==> src/conv_loop_geom_pkg.sv <==
package conv_loop_geom_pkg;

	////////////////////////////////////////////////////////////
	// Image and channel sizes
	////////////////////////////////////////////////////////////

	localparam int img_w      = 4;
	localparam int img_size   = img_w * img_w;
	localparam int ch_in      = 3;
	localparam int ch_out     = 4;
	localparam int fmap_words = ch_in * img_size;

	// Idle cycles between replay passes, one row plus one
	localparam int replay_gap = img_w + 1;

	// Output scaling
	localparam int out_shift  = 4;

	////////////////////////////////////////////////////////////
	// Index widths
	////////////////////////////////////////////////////////////

	localparam int pix_w = $clog2(img_size);
	localparam int ci_w  = $clog2(ch_in);
	localparam int co_w  = $clog2(ch_out);

endpackage

==> src/conv_loop_data_pkg.sv <==
package conv_loop_data_pkg;
	import conv_loop_geom_pkg::*;

	// Scalar data types
	typedef logic signed [7:0]  pixel_t;
	typedef logic signed [7:0]  weight_t;
	typedef logic signed [23:0] acc_t;
	typedef logic [7:0]         uq8_t;

	// Index types
	typedef logic [pix_w-1:0] pix_idx_t;
	typedef logic [ci_w-1:0]  ci_idx_t;
	typedef logic [co_w-1:0]  co_idx_t;

	// Largest value an output result can hold
	localparam int result_max = 255;

	////////////////////////////////////////////////////////////
	// Port and stage bundles
	////////////////////////////////////////////////////////////

	typedef struct packed {
		logic    wr;
		co_idx_t co;
		ci_idx_t ci;
		weight_t value;
	} weight_wr_t;

	typedef struct packed {
		logic     valid;
		pixel_t   pixel;
		pix_idx_t pix;
		ci_idx_t  ci;
		co_idx_t  co;
	} replay_beat_t;

	typedef struct packed {
		logic     valid;
		acc_t     sum;
		pix_idx_t pix;
		co_idx_t  co;
	} acc_result_t;

	typedef struct packed {
		logic     valid;
		uq8_t     value;
		pix_idx_t pix;
		co_idx_t  co;
	} conv_result_t;

endpackage

==> src/conv_loop_top.sv <==
`timescale 1ns/1ps

module conv_loop_top import conv_loop_data_pkg::*; (
	input  logic         clk,
	input  logic         reset,
	input  logic         valid_in,
	input  pixel_t       pixel_in,
	input  weight_wr_t   weight_wr,
	output logic         busy,
	output conv_result_t result
);

	////////////////////////////////////////////////////////////
	// Stage links
	////////////////////////////////////////////////////////////

	// Loop buffer to MAC
	replay_beat_t beat;

	// MAC to quantizer
	acc_result_t acc;

	////////////////////////////////////////////////////////////
	// Input side and loop buffer
	////////////////////////////////////////////////////////////

	// Holds one frame, replays it per output channel
	fmap_loop_buffer u_loop_buffer (
		.clk      (clk),
		.reset    (reset),
		.valid_in (valid_in),
		.pixel_in (pixel_in),
		.busy     (busy),
		.beat     (beat)
	);

	////////////////////////////////////////////////////////////
	// Multiply-accumulate
	////////////////////////////////////////////////////////////

	// Two cycles from beat to sum
	pointwise_mac u_mac (
		.clk       (clk),
		.reset     (reset),
		.weight_wr (weight_wr),
		.beat      (beat),
		.acc       (acc)
	);

	////////////////////////////////////////////////////////////
	// Output side
	////////////////////////////////////////////////////////////

	// ReLU, shift and saturate, one cycle
	result_quantize u_quantize (
		.clk    (clk),
		.reset  (reset),
		.acc    (acc),
		.result (result)
	);

endmodule

==> src/fmap_loop_buffer.sv <==
`timescale 1ns/1ps

module fmap_loop_buffer import conv_loop_geom_pkg::*, conv_loop_data_pkg::*; (
	input  logic         clk,
	input  logic         reset,
	input  logic         valid_in,
	input  pixel_t       pixel_in,
	output logic         busy,
	output replay_beat_t beat
);

	typedef enum logic [1:0] {
		st_load,
		st_replay,
		st_gap
	} state_t;

	state_t state;

	// One whole input map, channel outer and pixel inner
	pixel_t fmap_mem [fmap_words];

	logic [ci_w+pix_w-1:0] wr_addr;
	logic [ci_w+pix_w-1:0] rd_addr;

	ci_idx_t  rd_ci;
	pix_idx_t rd_pix;
	co_idx_t  pass_co;

	logic [$clog2(replay_gap)-1:0] gap_cnt;

	// img_size is a power of two, so the pixel index fills the low bits
	assign rd_addr = {rd_ci, rd_pix};

	assign busy = (state != st_load);

	////////////////////////////////////////////////////////////
	// Load / replay / gap sequencing
	////////////////////////////////////////////////////////////

	always_ff @(posedge clk) begin
		if (reset) begin
			state   <= st_load;
			wr_addr <= '0;
			rd_ci   <= '0;
			rd_pix  <= '0;
			pass_co <= '0;
			gap_cnt <= '0;
		end else begin
			case (state)
				st_load: begin
					if (valid_in) begin
						if (wr_addr == ($bits(wr_addr))'(fmap_words - 1)) begin
							wr_addr <= '0;
							state   <= st_replay;
						end else begin
							wr_addr <= wr_addr + 1'b1;
						end
					end
				end

				st_replay: begin
					if (rd_pix == pix_idx_t'(img_size - 1)) begin
						rd_pix <= '0;
						if (rd_ci == ci_idx_t'(ch_in - 1)) begin
							rd_ci <= '0;
							state <= st_gap;
						end else begin
							rd_ci <= rd_ci + 1'b1;
						end
					end else begin
						rd_pix <= rd_pix + 1'b1;
					end
				end

				st_gap: begin
					if (gap_cnt == ($bits(gap_cnt))'(replay_gap - 1)) begin
						gap_cnt <= '0;
						// Last output channel done, take a new frame
						if (pass_co == co_idx_t'(ch_out - 1)) begin
							pass_co <= '0;
							state   <= st_load;
						end else begin
							pass_co <= pass_co + 1'b1;
							state   <= st_replay;
						end
					end else begin
						gap_cnt <= gap_cnt + 1'b1;
					end
				end

				default: begin
					state <= st_load;
				end
			endcase
		end
	end

	////////////////////////////////////////////////////////////
	// Pixel memory
	////////////////////////////////////////////////////////////

	always_ff @(posedge clk) begin
		if (state == st_load && valid_in) begin
			fmap_mem[wr_addr] <= pixel_in;
		end
	end

	// Registered read, beat fields follow the read by one cycle
	always_ff @(posedge clk) begin
		if (reset) begin
			beat <= '0;
		end else begin
			beat.valid <= (state == st_replay);
			beat.pixel <= fmap_mem[rd_addr];
			beat.pix   <= rd_pix;
			beat.ci    <= rd_ci;
			beat.co    <= pass_co;
		end
	end

endmodule

==> src/pointwise_mac.sv <==
`timescale 1ns/1ps

module pointwise_mac import conv_loop_geom_pkg::*, conv_loop_data_pkg::*; (
	input  logic         clk,
	input  logic         reset,
	input  weight_wr_t   weight_wr,
	input  replay_beat_t beat,
	output acc_result_t  acc
);

	// Weight table, one row per output channel
	weight_t w_tab [ch_out][ch_in];

	// Running sums, one per pixel
	acc_t acc_mem [img_size];

	logic     s1_valid;
	acc_t     s1_prod;
	pix_idx_t s1_pix;
	ci_idx_t  s1_ci;
	co_idx_t  s1_co;

	acc_t sum_next;

	////////////////////////////////////////////////////////////
	// Weight load
	////////////////////////////////////////////////////////////

	always_ff @(posedge clk) begin
		if (weight_wr.wr) begin
			w_tab[weight_wr.co][weight_wr.ci] <= weight_wr.value;
		end
	end

	////////////////////////////////////////////////////////////
	// Stage 1, multiply
	////////////////////////////////////////////////////////////

	always_ff @(posedge clk) begin
		if (reset) begin
			s1_valid <= 1'b0;
		end else begin
			s1_valid <= beat.valid;
		end
	end

	always_ff @(posedge clk) begin
		s1_prod <= beat.pixel * w_tab[beat.co][beat.ci];
		s1_pix  <= beat.pix;
		s1_ci   <= beat.ci;
		s1_co   <= beat.co;
	end

	////////////////////////////////////////////////////////////
	// Stage 2, accumulate across input channels
	////////////////////////////////////////////////////////////

	// Channel 0 opens a fresh sum for the pixel
	always_comb begin
		if (s1_ci == '0) begin
			sum_next = s1_prod;
		end else begin
			sum_next = acc_mem[s1_pix] + s1_prod;
		end
	end

	always_ff @(posedge clk) begin
		if (reset) begin
			for (int i = 0; i < img_size; i++) begin
				acc_mem[i] <= '0;
			end
			acc <= '0;
		end else begin
			if (s1_valid) begin
				acc_mem[s1_pix] <= sum_next;
			end
			// Only the last input channel completes a pixel
			acc.valid <= s1_valid && (s1_ci == ci_idx_t'(ch_in - 1));
			acc.sum   <= sum_next;
			acc.pix   <= s1_pix;
			acc.co    <= s1_co;
		end
	end

endmodule

==> src/result_quantize.sv <==
`timescale 1ns/1ps

module result_quantize import conv_loop_geom_pkg::*, conv_loop_data_pkg::*; (
	input  logic         clk,
	input  logic         reset,
	input  acc_result_t  acc,
	output conv_result_t result
);

	acc_t relu_sum;
	acc_t shifted;
	uq8_t value_next;

	// ReLU, scale down, clip to 8 bits
	always_comb begin
		if (acc.sum < 0) begin
			relu_sum = '0;
		end else begin
			relu_sum = acc.sum;
		end
		shifted = relu_sum >>> out_shift;
		if (shifted > acc_t'(result_max)) begin
			value_next = uq8_t'(result_max);
		end else begin
			value_next = uq8_t'(shifted);
		end
	end

	always_ff @(posedge clk) begin
		if (reset) begin
			result <= '0;
		end else begin
			result.valid <= acc.valid;
			result.value <= value_next;
			result.pix   <= acc.pix;
			result.co    <= acc.co;
		end
	end

endmodule

==> config.mk <==
export PLATFORM = sky130hd
export DESIGN_NAME = conv_loop_top
export DESIGN_NICKNAME = d
export VERILOG_FILES = /design/src/conv_loop_geom_pkg.sv /design/src/conv_loop_data_pkg.sv /design/src/conv_loop_top.sv /design/src/fmap_loop_buffer.sv /design/src/pointwise_mac.sv /design/src/result_quantize.sv
export SDC_FILE = /design/constraint.sdc
export NUM_CORES = 1
export LEC_CHECK = 0
export BUFFER_PORTS_ARGS = -buffer_cell sky130_fd_sc_hd__buf_2
export CORE_MARGIN = 2
export CORE_UTILIZATION = 56
export CTS_CLUSTER_SIZE = 8
export DETAILED_ROUTE_END_ITERATION = 6
export HOLD_SLACK_MARGIN = 0.1
export PLACE_DENSITY = 0.72
export SETUP_SLACK_MARGIN = 0.1
export SLEW_MARGIN = 25
export SYNTH_ARGS = -nofsm -noshare
export SYNTH_HDL_FRONTEND = slang
export SYNTH_SLANG_ARGS = --single-unit
==> constraint.sdc <==
create_clock -name clk -period 8.2 [get_ports clk]
set_clock_uncertainty 0.05 [all_clocks]
set_input_delay 2.05 -clock clk [delete_from_list [all_inputs] [get_ports clk]]
set_output_delay 2.05 -clock clk [all_outputs]
set_load 0.01 [all_outputs]
==> results of run 1 <==
-- Yosys cell counts (28+ instances only) --
| master | count | share of area, % |
|---|---|---|
| clkbuf_1 | 105 | 0.94 |
| nor2b_1 | 38 | 0.57 |
| ha_1 | 57 | 1.7 |
| fa_1 | 56 | 2.7 |
| and2_1 | 47 | 0.70 |
| dfxtp_1 | 103 | 4.9 |
| o21ai_0 | 30 | 0.36 |
| inv_1 | 93 | 0.83 |
| a21oi_1 | 65 | 0.78 |
| buf_2 | 28 | 0.33 |
| nand2_1 | 69 | 0.62 |
| mux2i_1 | 56 | 1.3 |
| edfxtp_1 | 864 | 62 |
| nor2_1 | 508 | 4.6 |
| mux4_2 | 250 | 13 |
-- area by class of cell --
| type | instances | area [um^2] | share of cell area, % |
|---|---|---|---|
| clock buffer | 192 | 3700 | 7.83 |
| multi-input combinational | 1408 | 12900 | 27.4 |
| timing repair buffer | 95 | 618 | 1.31 |
| sequential | 967 | 28000 | 59.3 |
| clock inverter | 16 | 390 | 0.826 |
| inverter | 94 | 353 | 0.747 |
| tap | 969 | 1210 | 2.57 |
-- through the flow --
step	hold WS [ns]	total power (uW)	instances	setup slack (ns)
after floorplan	0.260	6580	2622	2.61
after global placement	0.261	6940	3533	2.02
after detailed placement	0.263	6990	3533	1.96
after CTS	0.271	12200	3741	1.90
after global routing	0.286	12600	3741	1.39
final	0.271	12200	3741	1.94
-- per-layer routing --
layer  GRT usage [%]  vias up
met3            4.80      211
met4            9.70        2
li1                -     9989
met2            43.3     1160
met1            34.7    12000
met5               0        -
-- worst paths after layout --
kind / startpoint / end / cells after the start
hold / removal: u_loop_buffer.beat[4] / u_mac.s1_pix[0] / 0
hold reg to reg: u_loop_buffer.beat[4] / u_mac.s1_pix[0] / 0
setup / recovery: u_loop_buffer.beat[0] / u_mac.s1_prod[14] / 20
setup reg to reg: u_loop_buffer.beat[0] / u_mac.s1_prod[14] / 20
-- critical path: stages (launching register included) --
cell      delay, ns
dfxtp_2        0.88
mux4_2         0.60
mux2i_1        0.14
nor2_1         0.05
a21oi_1        0.61
or2_2          0.24
fa_1           0.43
fa_1           0.49
inv_1          0.05
fa_1           0.48
inv_1          0.05
fa_1           0.47
inv_1          0.04
ha_1           0.31
o21ai_0        0.13
a21boi_0       0.17
o21ai_0        0.17
nand2b_1       0.11
a31oi_1        0.31
mux2i_1        0.22
nand3_1        0.08
-- kinds of logic after synthesis --
| logic type | after synthesis |
|---|---|
| XOR/XNOR | 27 |
| flip-flops | 967 |
| multiplexers | 306 |
| AO/OA/AOI/OAI | 189 |
| adder cells (fa/ha/maj) | 113 |
| AND/OR/NAND/NOR | 773 |
| buffers and inverters | 247 |
-- power breakdown --
group	internal, uW	switching, uW	leakage [uW]	total (uW)
registers	5520	81.7	0.00914	5600
logic	445	878	0.00495	1320
clock network	3180	2110	0.00195	5300
-- state kept, by name, indices dropped and copies added, names as in the netlist --
name                    flops
u_mac.s1_co                 2
u_loop_buffer.wr_addr       6
u_mac.s1_ci                 2
u_loop_buffer.state         2
u_loop_buffer.gap_cnt       3
u_mac.acc                  27
u_mac.s1_prod              16
u_loop_buffer.rd_ci         2
u_mac.acc_mem             384
u_mac.s1_pix                4
u_loop_buffer.fmap_mem    384
u_mac.s1_valid              1
u_loop_buffer.pass_co       2
u_mac.w_tab                96
u_quantize.result          15
u_loop_buffer.rd_pix        4
u_loop_buffer.beat         17
==> metrics, run 1 <==
wire length on met3 about 8000 um; GRT Util Overall 26.1%; TNS Setup 0 ns; drt initial violations 2697; WL final roughly 98000 um; M1 WL around 38000 um; Worst-Margin Slew 1.09 ns; largest buffer count on any clock path 3; setup violators final 0; final core occ 63.7%; Post-Synthesis Cells approximately 2600; DR top layer met5; Clock Latency Late Sink ~0.74 ns; CTS root buf clkbuf_16; CTS tree done; fillers 5088; Die Area 0.0770 mm^2; initial core utilization approximately 56%; CP max FO 25; Rows 100; layout cells sized above 1 19.6%; crit path DAT roughly 6.8 ns; Yosys reg bits between 900 and 1000; hold-fix buffers at CTS 0; number of clock sinks between 900 and 1000; layout net count between 2000 and 3000; WL met2 a little under 50000 um; gr ovfl total 0; Min Clock Period, post-route approximately 6.3 ns; status completed; Top FF cell, synth edfxtp_1; synthesized cell area 0.0419 mm^2; Die Ht about 280 um; Inserted Clock Buffers 139; GP Congestion about 0.90; Max Slew Vio Count 0; io pins 40; Setup Buffers After CTS 0; Mapped Nets approximately 2800; Final Cycle Share between 70% and 80%; Antenna diodes 0; Post-synth ARST share 0%; DRC Markers 0; CP Data Required Time ~8.7 ns; unrepaired setup endpoints after global routing false; xor/xnor share of the synthesized area 0.565%; post-DP HPWL between 50000 and 60000 um; worst vdd ir roughly 0.21 mV; Area growth syn-to-layout 12.8%; most frequent cells in the layout edfxtp_1, nor2_1, mux4_2, clkbuf_16, dfxtp_1; Syn Area/Cell about 16 um^2; TritonRoute pass-1 iters 6; FMAX ~0.16 GHz; R2R Setup Slk approximately 1.9 ns; via/cell ratio around 6.2; first-pass GRT wire length approximately 150000 um; initial antenna violation count 2; Synth Area in Compound Gates approximately 2.9%; largest net degree at the start of global routing 67; ANT nets after route 0; Worst-path clk slew 0.05 ns; # port buffers 39; Synth Area in Adders 4.38%; vias in the first global route 24000; core region area 0.0742 mm^2; mux cell area share after synthesis about 15%; slew margin rel. 27.6%; MaxCap Viol Count 0; number of synthesized flops with an enable pin around 860; sequential share of the synthesized area between 60 and 70%; H-tree depth 4; Setup crit end kind flip-flop; vias 23300; Synth cell types between 50 and 60; post_cts resized 0; final hold vios 0; largest family of logic cells by synthesized area multiplexers; simple-gate area share of the yosys netlist 8.11%; commonest non-fill, non-tap cell in the layout edfxtp_1; Setup CP Type flip-flop to flip-flop; Leak around 0.016 uW; Die W approximately 280 um; Yosys warnings 0; Design Area, Final 0.0472 mm^2; hold crit path type flip-flop to flip-flop; post-DR wirelength/cell about 26 um; Pwr Density approximately 260 mW/mm^2; Placement Cell Area around 0.043 mm^2; Critical Path Source Type flip-flop
(Power assumes the default switching activity.)
==> run 2: changes to the inputs <==
==> constraint.sdc (replaced) <==
create_clock -name clk -period 6.15 [get_ports clk]
set_clock_uncertainty 0.05 [all_clocks]
set_input_delay 1.5375 -clock clk [delete_from_list [all_inputs] [get_ports clk]]
set_output_delay 1.5375 -clock clk [all_outputs]
set_load 0.01 [all_outputs]
==> metrics, run 2 (synthesized netlist as in run 1, its figures left out) <==
status completed; worst path cell trace buf_4 -> mux4_2 -> mux2i_1 -> o2bb2ai_1 -> and2_1 -> inv_1 -> fa_1 -> fa_1 -> inv_1 -> fa_1 -> inv_1 -> fa_1 -> inv_1 -> ha_1 -> o21ai_0 -> a21boi_0 -> o21ai_0 -> nand2b_1 -> a31oi_2 -> mux2i_1 -> nand3_1; met1 GRT Util 35.7% (+0.93 points); Max Slew Vio Count 0 (unchanged); CTS root buf clkbuf_16; unrepaired setup endpoints after global routing false; most frequent cells in the layout edfxtp_1, nor2_1, mux4_2, clkbuf_16, dfxtp_1; initial core utilization 56.4% (unchanged); Leak 0.0162 uW (+0.87%); GP Congestion 0.919 (+1.6%); Worst-Margin Slew 1.03 ns (-0.0544 ns); Comb power frac 11.0% (+0.2 points); Area growth syn-to-layout 13.5%; CP max FO 25 (unchanged); worst vdd ir 0.327 mV (+54%); Setup Buffers After CTS 0 (unchanged); CP Data Required Time 6.65 ns (-2.08 ns); vias in the first global route 24500 (+2.1%); post-DP HPWL 59200 um (+1.9%); TNS Setup 0 ns (unchanged); gr ovfl total 0 (unchanged); initial antenna violation count 0 (-2); slew margin rel. 31.2% (+3.6 points); M3 GR Usage 5.37% (+0.57 points); busiest grt layer met2; Critical Path Source Type flip-flop; Setup crit end kind flip-flop; Pwr Density 345 mW/mm^2 (+33%); vias 23600 (+1.0%); crit path DAT 6.14 ns (-0.65 ns); Setup CP Type flip-flop to flip-flop; placed cells 3556 (+0.65%); met2 usage 42.9% (-0.31 points); top flop regs u_loop_buffer.fmap_mem x384, u_mac.acc_mem x384, u_mac.w_tab x96; switching power 4140 uW (+35%); clock share of power 43.4% (about the same); ANT nets after route 0 (unchanged); Min Clock Period, post-route 5.64 ns (-0.619 ns); fillers 5049 (-0.77%); cell internal pwr 12200 uW (+34%); Setup WS pre-CTS 0.337 ns (-1.62 ns); WL final 98800 um (+0.59%); delay-heaviest family, CP adder cells; MaxCap Viol Count 0 (unchanged); io pins 40 (unchanged); largest net degree at the start of global routing 88 (+31%); number of clock sinks 967 (unchanged); CP max stage delay 0.53 ns (-0.35 ns); Die Area 0.0770 mm^2 (unchanged); Hold Startpoint u_loop_buffer.beat[5]; hold-fix buffers at CTS 0 (unchanged); DRC Markers 0 (unchanged); layout net count 2865 (+0.81%); Die W 277 um (unchanged); # port buffers 39 (unchanged); Bufs and invs on worst path 5 (+2); via/cell ratio 6.23 (about the same); Antenna diodes 0 (unchanged); Worst R2R Start u_loop_buffer.beat[1]; Final Non-Filler Cells 3781 (+1.1%); TritonRoute pass-1 iters 5 (-1); first-pass GRT wire length 151000 um (+1.7%); GRT Util Overall 26.3% (+0.19 points); Inserted Clock Buffers 139 (unchanged); Final Cycle Share 91.6% (+15 points); H-tree depth 4 (unchanged); layout cells sized above 1 20.1% (+0.47 points); core region area 0.0742 mm^2 (unchanged); FMAX 0.177 GHz (+11%); commonest non-fill, non-tap cell in the layout edfxtp_1; CTS tree done; setup violators final 0 (unchanged); drt initial violations 2773 (+2.8%); Worst-path clk slew 0.05 ns (about the same); final hold vios 0 (unchanged); Clock Latency Late Sink 0.73 ns (about the same); Die Ht 277 um (unchanged); Critical-path top delay cell fa_1; final setup margin 0.514 ns (-1.43 ns); post-DR wirelength/cell 26.1 um (-0.47%); hold crit path type flip-flop to flip-flop; area of the multi-input gates 0.0129 mm^2 (about the same); register area 0.0280 mm^2 (about the same); Rows 100 (unchanged); post_cts resized 0 (unchanged); largest buffer count on any clock path 3 (unchanged); Switching Share 25.3% (+0.15 points); CP startpoint u_loop_buffer.beat[1]; portion of total power attributed to sequential cells 45.6% (-0.2 points)
## run 2: worst reg2reg max path, cell delays in order (launching register included)
cell and delay [ns]:
dfxtp_1 0.30, buf_4 0.32, mux4_2 0.28, mux2i_1 0.06, o2bb2ai_1 0.49, and2_1 0.24, inv_1 0.06, fa_1 0.47
fa_1 0.53, inv_1 0.06, fa_1 0.53, inv_1 0.05, fa_1 0.47, inv_1 0.04, ha_1 0.31, o21ai_0 0.14
a21boi_0 0.18, o21ai_0 0.21, nand2b_1 0.12, a31oi_2 0.27, mux2i_1 0.21, nand3_1 0.08
## run 2: power by group through the flow
| stage | clock network [uW] | logic (uW) | registers (uW) |
|---|---|---|---|
| after CTS | 7180 | 1780 | 7470 |
| after global routing | 7470 | 1980 | 7470 |
| after detailed placement | 0 | 1760 | 7590 |
| after floorplan | 0 | 1220 | 7550 |
| after global placement | 0 | 1720 | 7570 |
| final | 7110 | 1800 | 7470 |
## run 2: metal layers
| metal | share of wire [%] | up-vias |
|---|---|---|
| li1 | - | 10000 |
| met2 | 49 | 1130 |
| met5 | 0 | - |
| met3 | 8.3 | 219 |
| met4 | 2.9 | 0 |
| met1 | 39 | 12200 |
## run 2: worst paths after layout
kind | slack (ns) | cells past startpoint | end
worst max-delay path | 0.51 | 21 | u_mac.s1_prod[14]
worst min-delay path | 0.24 | 0 | u_mac.s1_pix[1]
worst max register to register | 0.51 | 21 | u_mac.s1_prod[14]
worst min register to register | 0.24 | 0 | u_mac.s1_pix[1]
## run 2: cell type report
class,instances,area share [%]
Inverter,94,0.743
Timing Repair Buffer,118,1.77
Multi-Input combinational cell,1408,27.2
Clock buffer,208,7.91
Sequential cell,967,59.0
Clock inverter,17,0.835
Tap cell,969,2.55
## run 2: through the flow
stage / hold slack (ns) / cell area (um^2) / util [%] / power (uW)
global route: 0.256 / 47500 / 64.0 / 16900
finish: 0.236 / 47500 / 64.0 / 16400
CTS: 0.242 / 47500 / 64.0 / 16400
floorplan: 0.260 / 41900 / - / 8770
detailed placement: 0.262 / 43300 / 58.4 / 9350
global placement: 0.262 / 43300 / 58.4 / 9290
